$ cat src/design/pipe_ctrl_cfg.svh
`ifndef PIPE_CTRL_CFG_SVH
`define PIPE_CTRL_CFG_SVH

// graduation list has 32 entries
`define PC_GL_INDEX_W 5

// four rename checkpoints
`define PC_CHKP_W 2

// scalar write-back ports into the register file
`define PC_NUM_WB 2

`endif

$ cat src/design/pipe_ctrl_pkg.sv
`include "pipe_ctrl_cfg.svh"

package pipe_ctrl_pkg;

    // graduation list entry index
    typedef logic [`PC_GL_INDEX_W-1:0] gl_index_t;

    // rename checkpoint id
    typedef logic [`PC_CHKP_W-1:0] chkp_t;

    // one bit per write-back port
    typedef logic [`PC_NUM_WB-1:0] wb_vec_t;

    // source of the next fetch pc
    typedef enum logic [1:0] {
        NEXT_PC_SEL_BP_OR_PC_4 = 2'd0,
        NEXT_PC_SEL_KEEP_PC    = 2'd1,
        NEXT_PC_SEL_JUMP       = 2'd2,
        NEXT_PC_SEL_DEBUG      = 2'd3
    } next_pc_sel_t;

    // which jump address fetch takes
    typedef enum logic [2:0] {
        SEL_JUMP_DECODE    = 3'd0,
        SEL_JUMP_EXECUTION = 3'd1,
        SEL_JUMP_CSR       = 3'd2,
        SEL_JUMP_CSR_RW    = 3'd3,
        SEL_JUMP_DEBUG     = 3'd4
    } sel_addr_if_t;

    // one-shot redirect after exception or csr fence commit
    typedef enum logic [1:0] {
        RDR_IDLE = 2'd0,
        RDR_XCPT = 2'd1,
        RDR_CSR  = 2'd2
    } redirect_state_t;

endpackage

$ cat src/design/ctrl_event_if.sv
`timescale 1ns/1ps

interface ctrl_event_if (
    input logic clk_i,
    input logic rstn_i
);

    logic mispredict;
    logic bad_pred;
    logic jal;
    logic xcpt_trigger;
    // registered one-cycle redirects
    logic rdr_xcpt;
    logic rdr_csr;
    // csr fence somewhere between decode and commit
    logic fence_hold;
    logic commit_fence;
    logic commit_csr_fence;

    modport decode_mp (
        output mispredict, bad_pred, jal, xcpt_trigger, rdr_xcpt, rdr_csr,
        output fence_hold, commit_fence, commit_csr_fence
    );

    modport resolve_mp (
        input clk_i, rstn_i,
        input mispredict, bad_pred, jal, rdr_xcpt, rdr_csr,
        input fence_hold, commit_fence, commit_csr_fence
    );

    modport result_mp (
        input clk_i, rstn_i,
        input mispredict, bad_pred, jal, xcpt_trigger, rdr_xcpt, rdr_csr,
        input fence_hold, commit_fence, commit_csr_fence
    );

endinterface

$ cat src/design/ctrl_event_decode.sv
`timescale 1ns/1ps

module ctrl_event_decode (
    input  logic clk_i,
    input  logic rstn_i,
    input  logic id_valid_i,
    input  logic id_is_branch_i,
    input  logic id_pred_branch_i,
    input  logic id_jal_i,
    input  logic id_csr_fence_i,
    input  logic exe_valid_i,
    input  logic branch_correct_i,
    input  logic commit_valid_i,
    input  logic commit_xcpt_i,
    input  logic commit_ecall_i,
    input  logic commit_fence_i,
    input  logic commit_csr_fence_i,
    input  logic csr_eret_i,
    input  logic csr_exception_i,
    ctrl_event_if.decode_mp ev
);

    import pipe_ctrl_pkg::*;

    redirect_state_t rdr_state_q;
    redirect_state_t rdr_state_d;
    logic            fence_in_flight;
    logic            id_csr_fence;

    assign id_csr_fence = id_valid_i & id_csr_fence_i;

    // events formed once here, other blocks only read them
    assign ev.mispredict       = exe_valid_i & ~branch_correct_i;
    assign ev.bad_pred         = id_valid_i & ~id_is_branch_i & id_pred_branch_i;
    assign ev.jal              = id_valid_i & id_jal_i;
    assign ev.commit_fence     = commit_valid_i & commit_fence_i;
    assign ev.commit_csr_fence = commit_valid_i & commit_csr_fence_i;
    assign ev.xcpt_trigger     = (commit_valid_i & (commit_xcpt_i | commit_ecall_i)) |
                                 csr_eret_i | csr_exception_i;

    assign ev.fence_hold = id_csr_fence | fence_in_flight | ev.commit_csr_fence;

    // a redirect lasts one cycle, then the machine goes back to idle
    always_comb begin
        rdr_state_d = RDR_IDLE;
        if (rdr_state_q == RDR_IDLE) begin
            if (ev.xcpt_trigger) begin
                rdr_state_d = RDR_XCPT;
            end else if (ev.commit_csr_fence) begin
                rdr_state_d = RDR_CSR;
            end
        end
    end

    always_ff @(posedge clk_i or negedge rstn_i) begin
        if (!rstn_i) begin
            rdr_state_q <= RDR_IDLE;
        end else begin
            rdr_state_q <= rdr_state_d;
        end
    end

    assign ev.rdr_xcpt = (rdr_state_q == RDR_XCPT);
    assign ev.rdr_csr  = (rdr_state_q == RDR_CSR);

    // fence in flight; pipeline flushes kill the fence before its commit
    always_ff @(posedge clk_i or negedge rstn_i) begin
        if (!rstn_i) begin
            fence_in_flight <= 1'b0;
        end else if (ev.rdr_xcpt || ev.mispredict) begin
            fence_in_flight <= 1'b0;
        end else if (id_csr_fence) begin
            fence_in_flight <= 1'b1;
        end else if (ev.commit_csr_fence) begin
            fence_in_flight <= 1'b0;
        end
    end

    // an exception redirect always kills a pending fence
    a_no_fence_after_xcpt: assert property (
        @(posedge clk_i) disable iff (!rstn_i)
        ev.rdr_xcpt |=> !fence_in_flight
    );

endmodule

$ cat src/design/ctrl_hazard_resolve.sv
`timescale 1ns/1ps

module ctrl_hazard_resolve (
    ctrl_event_if.resolve_mp ev,
    input  logic csr_stall_i,
    input  logic iq_full_i,
    input  logic icache_miss_i,
    input  logic icache_ready_i,
    input  logic exe_stall_i,
    input  logic gl_full_i,
    input  logic free_list_empty_i,
    input  logic out_of_chkp_i,
    output logic stall_if1_o,
    output logic stall_if2_o,
    output logic stall_id_o,
    output logic stall_ir_o,
    output logic stall_rr_o,
    output logic stall_exe_o,
    output logic flush_if_o,
    output logic flush_id_o,
    output logic flush_ir_o,
    output logic flush_rr_o,
    output logic flush_exe_o
);

    // front end stalls
    always_comb begin
        stall_if1_o = 1'b0;
        stall_if2_o = 1'b0;
        stall_id_o  = 1'b0;
        if (csr_stall_i || iq_full_i) begin
            stall_if1_o = 1'b1;
            stall_if2_o = 1'b1;
            stall_id_o  = 1'b1;
        end else if (ev.commit_csr_fence || icache_miss_i || !icache_ready_i) begin
            // only the fetch request waits
            stall_if1_o = 1'b1;
        end
    end

    // back end stalls
    always_comb begin
        stall_ir_o  = 1'b0;
        stall_rr_o  = 1'b0;
        stall_exe_o = 1'b0;
        if (csr_stall_i) begin
            stall_ir_o  = 1'b1;
            stall_rr_o  = 1'b1;
            stall_exe_o = 1'b1;
        end else if (exe_stall_i || gl_full_i) begin
            stall_ir_o = 1'b1;
            stall_rr_o = 1'b1;
        end else if (free_list_empty_i || out_of_chkp_i) begin
            stall_ir_o = 1'b1;
        end
    end

    // front end flushes
    always_comb begin
        flush_if_o = 1'b0;
        flush_id_o = 1'b0;
        if (ev.rdr_xcpt || ev.rdr_csr || ev.mispredict) begin
            flush_if_o = 1'b1;
            flush_id_o = 1'b1;
        end else if (!csr_stall_i &&
                     (ev.fence_hold || ev.jal || ev.commit_fence || ev.bad_pred)) begin
            // decode keeps its instruction, only the wrong fetch is dropped
            flush_if_o = 1'b1;
        end
    end

    // back end flushes
    always_comb begin
        flush_ir_o  = 1'b0;
        flush_rr_o  = 1'b0;
        flush_exe_o = 1'b0;
        if (ev.rdr_xcpt) begin
            flush_ir_o  = 1'b1;
            flush_rr_o  = 1'b1;
            flush_exe_o = 1'b1;
        end else if (ev.mispredict) begin
            flush_ir_o = 1'b1;
            // a stalled rr still holds older work
            flush_rr_o = !exe_stall_i;
        end else if (gl_full_i) begin
            flush_rr_o = 1'b1;
        end
    end

    a_exe_flush_covers_ir: assert property (
        @(posedge ev.clk_i) disable iff (!ev.rstn_i)
        flush_exe_o |-> flush_ir_o
    );

endmodule

$ cat src/design/ctrl_redirect_result.sv
`timescale 1ns/1ps

module ctrl_redirect_result (
    ctrl_event_if.result_mp ev,
    input  logic                      stall_if1_i,
    input  logic                      stall_ir_i,
    input  logic                      flush_ir_i,
    input  logic                      debug_halt_i,
    input  logic                      debug_change_pc_i,
    input  logic                      debug_wr_valid_i,
    input  logic                      ir_valid_i,
    input  logic                      ir_is_branch_i,
    input  logic                      exe_valid_i,
    input  logic                      branch_correct_i,
    input  logic                      exe_chkp_done_i,
    input  logic                      commit_valid_i,
    input  logic                      commit_xcpt_i,
    input  logic                      commit_we_i,
    input  logic                      commit_regfile_we_i,
    input  logic                      commit_stall_i,
    input  logic                      commit_fence_i_i,
    input  logic                      csr_exception_i,
    input  logic                      out_of_chkp_i,
    input  pipe_ctrl_pkg::chkp_t      exe_chkp_i,
    input  pipe_ctrl_pkg::gl_index_t  exe_gl_index_i,
    input  pipe_ctrl_pkg::wb_vec_t    wb_valid_i,
    input  pipe_ctrl_pkg::wb_vec_t    wb_we_i,
    output pipe_ctrl_pkg::next_pc_sel_t next_pc_sel_o,
    output pipe_ctrl_pkg::sel_addr_if_t sel_addr_if_o,
    output logic                      invalidate_icache_o,
    output logic                      invalidate_buffer_o,
    output logic                      do_checkpoint_o,
    output logic                      do_recover_o,
    output logic                      delete_checkpoint_o,
    output logic                      enable_commit_update_o,
    output logic                      recover_commit_o,
    output logic                      flush_gl_o,
    output logic                      flush_gl_commit_o,
    output logic                      enable_commit_o,
    output logic                      rf_we_dbg_o,
    output pipe_ctrl_pkg::chkp_t      recover_chkp_o,
    output pipe_ctrl_pkg::gl_index_t  flush_gl_index_o,
    output pipe_ctrl_pkg::wb_vec_t    rf_we_o
);

    import pipe_ctrl_pkg::*;

    logic debug_jump;

    assign debug_jump = debug_halt_i & debug_change_pc_i;

    always_comb begin
        if (debug_jump) begin
            next_pc_sel_o = NEXT_PC_SEL_DEBUG;
        end else if (ev.mispredict || ev.bad_pred || ev.jal || ev.rdr_xcpt || ev.rdr_csr) begin
            next_pc_sel_o = NEXT_PC_SEL_JUMP;
        end else if (stall_if1_i || ev.fence_hold || ev.commit_fence || debug_halt_i) begin
            next_pc_sel_o = NEXT_PC_SEL_KEEP_PC;
        end else begin
            next_pc_sel_o = NEXT_PC_SEL_BP_OR_PC_4;
        end
    end

    // trap vector first, then csr restart pc, then branch target
    always_comb begin
        if (ev.rdr_xcpt) begin
            sel_addr_if_o = SEL_JUMP_CSR;
        end else if (ev.rdr_csr) begin
            sel_addr_if_o = SEL_JUMP_CSR_RW;
        end else if (ev.mispredict) begin
            sel_addr_if_o = SEL_JUMP_EXECUTION;
        end else if (debug_jump) begin
            sel_addr_if_o = SEL_JUMP_DEBUG;
        end else begin
            sel_addr_if_o = SEL_JUMP_DECODE;
        end
    end

    // rename checkpoints
    assign do_checkpoint_o     = ir_valid_i & ir_is_branch_i & ~out_of_chkp_i &
                                 ~stall_ir_i & ~flush_ir_i;
    assign do_recover_o        = ev.mispredict & exe_chkp_done_i;
    assign delete_checkpoint_o = exe_valid_i & branch_correct_i & exe_chkp_done_i;
    assign recover_chkp_o      = exe_chkp_i;

    // graduation list
    assign flush_gl_o        = ev.mispredict;
    assign flush_gl_index_o  = ev.mispredict ? exe_gl_index_i : '0;
    assign flush_gl_commit_o = ev.rdr_xcpt;
    assign recover_commit_o  = ev.rdr_xcpt;

    assign enable_commit_o        = ~commit_stall_i & ~ev.xcpt_trigger;
    assign enable_commit_update_o = commit_valid_i & commit_regfile_we_i & enable_commit_o;

    // port 0 is shared between commit and write-back
    always_comb begin
        rf_we_o = wb_valid_i & wb_we_i;
        if (commit_valid_i && commit_we_i && !commit_xcpt_i && !csr_exception_i) begin
            rf_we_o[0] = 1'b1;
        end
    end

    // debugger writes only while halted
    assign rf_we_dbg_o = debug_wr_valid_i & debug_halt_i;

    // fence.i may follow self-modifying code
    assign invalidate_icache_o = commit_valid_i & commit_fence_i_i;
    assign invalidate_buffer_o = (commit_valid_i & (commit_fence_i_i | ev.rdr_xcpt)) |
                                 (ev.commit_csr_fence & ~ev.commit_fence);

    a_recover_xor_delete: assert property (
        @(posedge ev.clk_i) disable iff (!ev.rstn_i)
        !(do_recover_o && delete_checkpoint_o)
    );

endmodule

$ cat src/design/pipe_ctrl_top.sv
`timescale 1ns/1ps

module pipe_ctrl_top (
    input  logic                        clk_i,
    input  logic                        rstn_i,
    // decode
    input  logic                        id_valid_i,
    input  logic                        id_is_branch_i,
    input  logic                        id_pred_branch_i,
    input  logic                        id_jal_i,
    input  logic                        id_csr_fence_i,
    // rename and register read
    input  logic                        ir_valid_i,
    input  logic                        ir_is_branch_i,
    input  logic                        iq_full_i,
    input  logic                        free_list_empty_i,
    input  logic                        out_of_chkp_i,
    input  logic                        gl_full_i,
    // execute
    input  logic                        exe_valid_i,
    input  logic                        branch_correct_i,
    input  logic                        exe_stall_i,
    input  logic                        exe_chkp_done_i,
    input  pipe_ctrl_pkg::chkp_t        exe_chkp_i,
    input  pipe_ctrl_pkg::gl_index_t    exe_gl_index_i,
    // write-back
    input  pipe_ctrl_pkg::wb_vec_t      wb_valid_i,
    input  pipe_ctrl_pkg::wb_vec_t      wb_we_i,
    // commit
    input  logic                        commit_valid_i,
    input  logic                        commit_xcpt_i,
    input  logic                        commit_ecall_i,
    input  logic                        commit_fence_i,
    input  logic                        commit_fence_i_i,
    input  logic                        commit_csr_fence_i,
    input  logic                        commit_we_i,
    input  logic                        commit_regfile_we_i,
    input  logic                        commit_stall_i,
    // csr file, icache and debug module
    input  logic                        csr_stall_i,
    input  logic                        csr_eret_i,
    input  logic                        csr_exception_i,
    input  logic                        icache_miss_i,
    input  logic                        icache_ready_i,
    input  logic                        debug_halt_i,
    input  logic                        debug_change_pc_i,
    input  logic                        debug_wr_valid_i,
    // stall and flush levels
    output logic                        stall_if1_o,
    output logic                        stall_if2_o,
    output logic                        stall_id_o,
    output logic                        stall_ir_o,
    output logic                        stall_rr_o,
    output logic                        stall_exe_o,
    output logic                        flush_if_o,
    output logic                        flush_id_o,
    output logic                        flush_ir_o,
    output logic                        flush_rr_o,
    output logic                        flush_exe_o,
    // fetch control
    output pipe_ctrl_pkg::next_pc_sel_t next_pc_sel_o,
    output pipe_ctrl_pkg::sel_addr_if_t sel_addr_if_o,
    output logic                        invalidate_icache_o,
    output logic                        invalidate_buffer_o,
    // rename, commit and register file
    output logic                        do_checkpoint_o,
    output logic                        do_recover_o,
    output logic                        delete_checkpoint_o,
    output pipe_ctrl_pkg::chkp_t        recover_chkp_o,
    output logic                        enable_commit_update_o,
    output logic                        recover_commit_o,
    output logic                        flush_gl_o,
    output pipe_ctrl_pkg::gl_index_t    flush_gl_index_o,
    output logic                        flush_gl_commit_o,
    output logic                        enable_commit_o,
    output pipe_ctrl_pkg::wb_vec_t      rf_we_o,
    output logic                        rf_we_dbg_o
);

    ctrl_event_if ev (
        .clk_i  (clk_i),
        .rstn_i (rstn_i)
    );

    ctrl_event_decode u_decode (
        .ev (ev.decode_mp),
        .*
    );

    ctrl_hazard_resolve u_resolve (
        .ev (ev.resolve_mp),
        .*
    );

    // resolved levels feed back into the select and checkpoint logic
    ctrl_redirect_result u_result (
        .ev          (ev.result_mp),
        .stall_if1_i (stall_if1_o),
        .stall_ir_i  (stall_ir_o),
        .flush_ir_i  (flush_ir_o),
        .*
    );

endmodule

$ cat config.mk
export PLATFORM = sky130hd
export DESIGN_NAME = pipe_ctrl_top
export DESIGN_NICKNAME = d
export VERILOG_FILES = /design/src/design/pipe_ctrl_pkg.sv /design/src/design/ctrl_event_if.sv /design/src/design/ctrl_event_decode.sv /design/src/design/ctrl_hazard_resolve.sv /design/src/design/ctrl_redirect_result.sv /design/src/design/pipe_ctrl_top.sv
export VERILOG_INCLUDE_DIRS = /design/src /design/src/design
export SDC_FILE = /design/constraint.sdc
export NUM_CORES = 1
export LEC_CHECK = 0
export BUFFER_PORTS_ARGS = -buffer_cell sky130_fd_sc_hd__buf_2
export CAP_MARGIN = 20
export CORE_AREA = 2 2 53 43
export CTS_CLUSTER_SIZE = 20
export DETAILED_ROUTE_END_ITERATION = 7
export DIE_AREA = 0 0 55 45
export PLACE_DENSITY_LB_ADDON = 0.3
export REMOVE_ABC_BUFFERS = 1
export SLEW_MARGIN = 20
export SYNTH_ARGS = -nofsm -noshare
export SYNTH_HDL_FRONTEND = slang
export SYNTH_SLANG_ARGS = --single-unit
$ cat constraint.sdc
create_clock -name clk_i -period 1.2 [get_ports clk_i]
set_input_delay 0.06 -clock clk_i [delete_from_list [all_inputs] [get_ports clk_i]]
set_output_delay 0.06 -clock clk_i [all_outputs]
set_load 0.05 [all_outputs]
==> impl_results.md, run 1 <==
- GP Congestion: 0.7525
- Slowest CP cell: dfrtp_1
- Die extent in y: 45 µm
- Largest net degree at the start of global routing: 11
- Fmax: 620.5 MHz
- Failing checks: setup timing
- DP HPWL: 1573 µm
- Fin Setup TNS: -3.246 ns
- Status: finished, violations left
- Synth area leader: dfrtp_1
- Synthesis-stage register bit count: 3
- Sequence of cells on the critical path: inv_2 > ha_2 > nor3_4 > o211a_1 > o22a_1 > buf_6
- Vias in the first global route: 706
- Number of buffers created by CTS: 3
- Crit path largest cell delay: 0.36 ns
- Synth unique cells: 27
- Mapped Area: 496.7 µm²
- CP Launch Type: flip-flop
- Global-route wire length before repair: 2911 µm
- CP max FO: 2
- Synth warn: 0
- Antenna cells: 0
- DIE AREA: 2475 µm²
- Final net count: 202
- IO Port Bufs: 76
- Root Driver: clkbuf_4
- Commonest cells in the synthesized netlist: 10 x and2_1, 9 x nand2_1, 7 x nor2_1
- CP required: 1.14 ns
- Vias per inst: 4.367
- Critical path's top delay family: flip-flops
- Min Tclk post-route: 1.612 ns
- Clk_lat worst skew: 0.23 ns
- Initial antenna violation count: 0
- Synth top area share: 15.11%
- Synth top area cells: dfrtp_1 15%, and2_1 13%, buf_4 9.1%
- IR drop worst, VDD: 0.6451 mV
- Crit path buffers/inverters: 2
- Fill count: 172
- Post-Route WL: 1947 µm
- Worst slew margin relative to its limit: 75.15%
- Most common cell in the synthesized netlist: and2_1
- Final setup viols: 14
- Row count: 14
- Max Cap Viol: 0
- Cell count after synthesis: 70
- Tcrit/Tclk final: 134.3%
- WS Path Type: flip-flop to output port
- Synthesized area per cell: 7.096 µm²
- Avg WL per Cell: 11.00 µm
- DRC: 0
- 1st-iter DRT viols: 11
- TritonCTS clock tree: yes
- Starting Density: 25.78%
- Clock Path Buffers: 2
- I/O pins: 81
- RSZ-0062 raised after global routing: true
- Post-synth ARST share: 100.0%
- Chip Width: 55 µm
- P&R area growth vs syn: 127.7%
- Top_reg_cell synth: dfrtp_1
- DR vias: 773
- Setup WS post-layout: -0.4115 ns
- Pwr Total: 0.001214 W
- Share of post-route cells with drive strength above 1: 67.32%
- Seq/Total Area, Yosys: 15.11%
- 1st-pass router iterations: 4
- P_leak: 0.6255 nW
- Final Hold Vio Count: 0
- Slew of the pin with the lowest slew margin: 0.3688 ns
- Pwr/cell area: 1073 nW/µm²
- Clock Sinks: 3
- # H-tree levels: 1
- Detail Route Antenna Nets: 0
- Fin. max-slew vios: 0
- Placeable core area: 1927 µm²
- Hold crit path type: primary input to flip-flop
- EDFF count, synth: 0
- Crit end category: output port
- GRT Util Overall: 16.39%
- Total grt overflow: 0
- Worst EP arrival: 1.55 ns
- Final Skew: 0.001645 ns
- Clock-pin slew of the registers on the worst-case setup and hold paths: 0.04 ns
[flip-flops by register name, indices dropped and copies added (netlist names)]
| name | flops |
|---|---|
| u_decode.rdr_state_q | 2 |
| u_decode.fence_in_flight | 1 |
[logic make-up (layout without fill, tap and decap cells)]
group | after synthesis | after routing | synth area share (%)
AND/OR/NAND/NOR | 44 | 44 | 50.88
AO/OA/AOI/OAI | 11 | 11 | 15.11
flip-flops | 3 | 3 | 15.11
adder cells (fa/ha/maj) | 3 | 3 | 7.557
buffers and inverters | 9 | 92 | 11.33
[power by group]
part           total (W)  switching, W  internal (W)
combinational   0.000912      0.000545      0.000367
sequential      0.000121    0.00000814      0.000113
clock           0.000181     0.0000562      0.000125
total            0.00121      0.000609      0.000605
[tightest hold or removal path, delay by kind of cell]
family,cells,cell delay [ns]
buffers and inverters,1,0.12
and+or+nand+nor,2,0.12
[cell usage in the layout (no fill, tap or decap), types with 2 or more instances in the layout]
master	count
and2_1	9
or3_4	2
or2_4	2
nor2_1	7
nor2b_1	3
clkbuf_4	3
ha_2	2
dfrtp_1	3
and3_1	2
buf_6	11
o21ai_0	4
buf_4	9
inv_2	2
buf_8	4
nor3_4	2
buf_2	61
nand2_1	9
[what timing repair did]
action / in CTS / in global routing
buffers inserted: 1 / 0
gates resized for setup: 35 / 15
endpoints found under the setup margin: 15 / 19
endpoints found under the hold margin: 3 / 0
pin swaps: 4 / 1
hold buffers: 1 / 0
[metal layers]
| layer | vias up | GRT usage [%] | share of wire, % |
|---|---|---|---|
| met3 | 0 | 5.629 | 11 |
| met1 | 337 | 18.40 | 38 |
| li1 | 399 | - | - |
| met5 | - | 0 | 0 |
| met2 | 37 | 30.71 | 51 |
| met4 | 0 | 1.463 | 0 |
[per-stage QoR]
step                utilization [%]  setup slack [ns]  hold WS (ns)  instances  area [µm²]
finish                        58.70           -0.4115        0.1052        177        1131
global route                  58.70           -0.4655        0.1108        177        1131
CTS                           55.84           -0.4013       0.09549        177        1076
detailed placement            47.66           -0.2622       -0.1436        171       918.4
global placement              47.66           -0.2269       -0.1442        171       918.4
floorplan                         -            -1.736       -0.2356         63       447.9
[cell type report]
type                            count  area [µm²]  share of cell area [%]
Inverter                            2       7.507                  0.6637
Clock buffer                        4       26.28                   2.323
Multi-Input combinational cell     58       425.4                   37.61
Tap cell                           24       30.03                   2.655
Sequential cell                     3       75.07                   6.637
Timing Repair Buffer               86       566.8                   50.11
[worst paths after layout]
kind / start / end / slack [ns] / cells past startpoint
worst max-delay path: u_decode.rdr_state_q[0] / next_pc_sel_o[0] / -0.41 / 6
worst min-delay path: commit_csr_fence_i / u_decode.rdr_state_q[1] / 0.11 / 3
worst max register to register: u_decode.rdr_state_q[1] / u_decode.fence_in_flight / 0.08 / 4
worst min register to register: u_decode.fence_in_flight / u_decode.fence_in_flight / 0.59 / 2
max in group asynchronous: rstn_i / u_decode.fence_in_flight / 0.92 / 2
min in group asynchronous: rstn_i / u_decode.rdr_state_q[0] / 0.17 / 2
No activity file was read; power rests on OpenSTA's default activity.
==> inputs of run 2 (changes only) <==
--- a/config.mk
+++ b/config.mk
@@ -7,10 +7,11 @@
 export NUM_CORES = 1
 export LEC_CHECK = 0
+export ABC_AREA = 1
 export BUFFER_PORTS_ARGS = -buffer_cell sky130_fd_sc_hd__buf_2
 export CAP_MARGIN = 20
-export CORE_AREA = 2 2 53 43
+export CORE_AREA = 2 2 54 43
 export CTS_CLUSTER_SIZE = 20
 export DETAILED_ROUTE_END_ITERATION = 7
-export DIE_AREA = 0 0 55 45
+export DIE_AREA = 0 0 56 45
 export PLACE_DENSITY_LB_ADDON = 0.3
 export REMOVE_ABC_BUFFERS = 1
==> constraint.sdc (replaced) <==
create_clock -name clk_i -period 1.2 [get_ports clk_i]
set_input_delay 0.18 -clock clk_i [delete_from_list [all_inputs] [get_ports clk_i]]
set_output_delay 0.18 -clock clk_i [all_outputs]
set_load 0.05 [all_outputs]
==> impl_results.md, run 2 <==
- Status: finished, violations left
- Failing checks: setup timing
- DP Area: 977.2 µm² (+6.4%)
- Antenna cells: 0 (unchanged)
- DIE AREA: 2520 µm² (+1.8%)
- Max Cap Viol: 0 (unchanged)
- DR vias: 892 (+15%)
- Vias per inst: 4.309 (-1.3%)
- Slew of the pin with the lowest slew margin: 0.2559 ns (-0.1129 ns)
- IR drop worst, VDD: 0.7160 mV (+11%)
- Worst slew margin relative to its limit: 83.06% (+7.9 points)
- Synth warn: 0 (unchanged)
- Clock Path Buffers: 2 (unchanged)
- Post-layout util: 59.82% (+1.1 points)
- GP Congestion: 0.7214 (-4.1%)
- Cell count after synthesis: 99 (+41%)
- Chip Width: 56 µm (+1.8%)
- Crit end category: output port
- Global-route wire length before repair: 2967 µm (+1.9%)
- Die extent in y: 45 µm (unchanged)
- I/O pins: 81 (unchanged)
- Final net count: 232 (+15%)
- Largest register FFs: 2 (unchanged)
- Fin. max-slew vios: 0 (unchanged)
- Avg WL per Cell: 9.005 µm (-18%)
- Slowest CP cell: dfrtp_1
- RSZ-0062 raised after global routing: true
- Starting Density: 27.93% (+2.2 points)
- CP Launch Type: flip-flop
- EDFF count, synth: 0 (unchanged)
- Worst EP arrival: 1.40 ns (-0.15 ns)
- Commonest cells in the synthesized netlist: 25 x nand2_1, 22 x inv_1, 14 x nor2_1
- Total grt overflow: 0 (unchanged)
- Crit path largest cell delay: 0.38 ns (+0.02 ns)
- Synthesis-stage register bit count: 3 (unchanged)
- Crit path buffers/inverters: 2 (unchanged)
- WS Path Type: flip-flop to output port
- Hold crit path type: primary input to flip-flop
- Synth top area cells: nand2_1 17%, inv_1 15%, dfrtp_1 14%
- CP max FO: 3 (+1)
- Most frequent cells in the layout: 58 x buf_2, 23 x nand2_1, 17 x inv_1, 13 x nor2_1, 13 x buf_4
- Synth unique cells: 18 (-33%)
- Final setup viols: 14 (unchanged)
- Post-Route WL: 1864 µm (-4.3%)
- Number of buffers created by CTS: 3 (unchanged)
- Synthesized area per cell: 5.536 µm² (-22%)
- Clk_lat worst skew: 0.23 ns (about the same)
- 1st-iter DRT viols: 20 (+9)
- Top flop regs: u_decode.rdr_state_q: 2 flops, u_decode.fence_in_flight: 1 flops
- Setup WS post-layout: -0.3777 ns (+0.03385 ns)
- Row count: 14 (unchanged)
- Largest net degree at the start of global routing: 9 (-2)
- Most common cell in the synthesized netlist: nand2_1
- Synth area leader: nand2_1
- Final Skew: 0.0004300 ns (-0.001215 ns)
- DRC: 0 (unchanged)
- Min Tclk post-route: 1.578 ns (-0.03385 ns)
- Vias in the first global route: 739 (+4.7%)
- Tcrit/Tclk final: 131.5% (-2.8 points)
- Root Driver: clkbuf_4
- Fmax: 633.9 MHz (+2.1%)
- Post-synth ARST share: 100.0% (unchanged)
- Sequence of cells on the critical path: ha_2 > inv_4 > nand3_4 > a21oi_4 > nand2_1 > nand2_1 > buf_6
- Top_reg_cell synth: dfrtp_1
- Finished Layout Cells: 207 (+17%)
- P_leak: 0.7091 nW (+13%)
- TritonCTS clock tree: yes
- # H-tree levels: 1 (unchanged)
- Critical path's top delay family: flip-flops
- Pwr/cell area: 1032 nW/µm² (-3.8%)
- Clock-pin slew of the registers on the worst-case setup and hold paths: 0.04 ns (about the same)
- Final Hold Vio Count: 0 (unchanged)
- Commonest non-fill, non-tap cell in the layout: buf_2
- Placeable core area: 1962 µm² (+1.8%)
- Seq/Total Area, Yosys: 13.70% (-1.4 points)
- Mapped Area: 548.0 µm² (+10%)
- P&R area growth vs syn: 114.2%
- Clock Sinks: 3 (unchanged)
- Worst slack, placed: -0.2925 ns (-0.03033 ns)
- Design area: 1174 µm² (+3.8%)
- Post-CTS setup repair buffer count: 0 (-1)
- Initial antenna violation count: 0 (unchanged)
- Share of post-route cells with drive strength above 1: 61.75% (-5.6 points)
- Fill count: 189 (+9.9%)
- 1st-pass router iterations: 4 (unchanged)
- DP HPWL: 1575 µm (+0.11%)
- GRT Util Overall: 14.94% (-1.4 points)
- IO Port Bufs: 76 (unchanged)
- Placed insts: 202 (+18%)
- Detail Route Antenna Nets: 0 (unchanged)
- Hold WS: 0.1554 ns (+0.05016 ns)
- Largest register by flop count: u_decode.rdr_state_q
- CP required: 1.02 ns (-0.12 ns)
- Most frequent CP cell: nand2_1
- Synth top area share: 17.12% (+2.0 points)
-- run 2: where the power goes --
part / internal [W] / total (W) / leakage (nW) / switching [W]
sequential: 0.000112 / 0.000118 / 0.0393 / 0.00000588
combinational: 0.000339 / 0.000919 / 0.655 / 0.000579
clock: 0.000124 / 0.000174 / 0.0150 / 0.0000497
total: 0.000576 / 0.00121 / 0.709 / 0.000635
-- run 2: stage by stage --
stage	total power (W)	setup TNS (ns)
3_5_place_dp	0.0008602	-1.759
6_report	0.001211	-3.854
5_1_grt	0.001280	-4.767
3_3_place_gp	0.0008518	-1.453
4_1_cts	0.001174	-4.007
2_1_floorplan	0.0006193	-15.10
-- run 2: worst paths after layout --
kind,start,to,slack (ns),depth (start not counted)
min,commit_csr_fence_i,u_decode.fence_in_flight,0.16,2
max,u_decode.rdr_state_q[0],next_pc_sel_o[0],-0.38,7
min reg2reg,u_decode.fence_in_flight,u_decode.fence_in_flight,0.62,4
max in group asynchronous,rstn_i,u_decode.fence_in_flight,0.82,2
min in group asynchronous,rstn_i,u_decode.rdr_state_q[0],0.28,2
max reg2reg,u_decode.rdr_state_q[0],u_decode.fence_in_flight,0.15,5
-- run 2: area by class of cell --
| type | count | area (µm²) | share of cell area [%] |
|---|---|---|---|
| Tap cell | 24 | 30.03 | 2.559 |
| Timing Repair Buffer | 87 | 570.5 | 48.61 |
| Inverter | 24 | 92.59 | 7.889 |
| Sequential cell | 3 | 75.07 | 6.397 |
| Multi-Input combinational cell | 65 | 379.1 | 32.30 |
| Clock buffer | 4 | 26.28 | 2.239 |
-- run 2: what timing repair did --
action,in CTS,in global routing
hold buffers,1,0
pin swaps,2,5
endpoints found under the setup margin,15,18
endpoints found under the hold margin,3,0
resized for setup,35,22
-- run 2: per-layer routing --
layer | track usage, % | wire, µm | part of all wire [%]
met1 | 17.98 | 716 | 38
met2 | 25.18 | 902 | 48
met3 | 5.158 | 229 | 12
met4 | 5.714 | 16 | 0.86
met5 | 0 | 0 | 0
-- run 2: kinds of logic (layout without fill, tap and decap cells) --
logic type / after synthesis / after routing / share of synthesized area [%]
DFF: 3 / 3 / 13.70
adders and majority gates: 3 / 3 / 6.850
buffers and inverters: 31 / 115 / 26.71
and+or+nand+nor: 52 / 52 / 40.86
AOI/OAI and AO/OA: 10 / 10 / 11.87
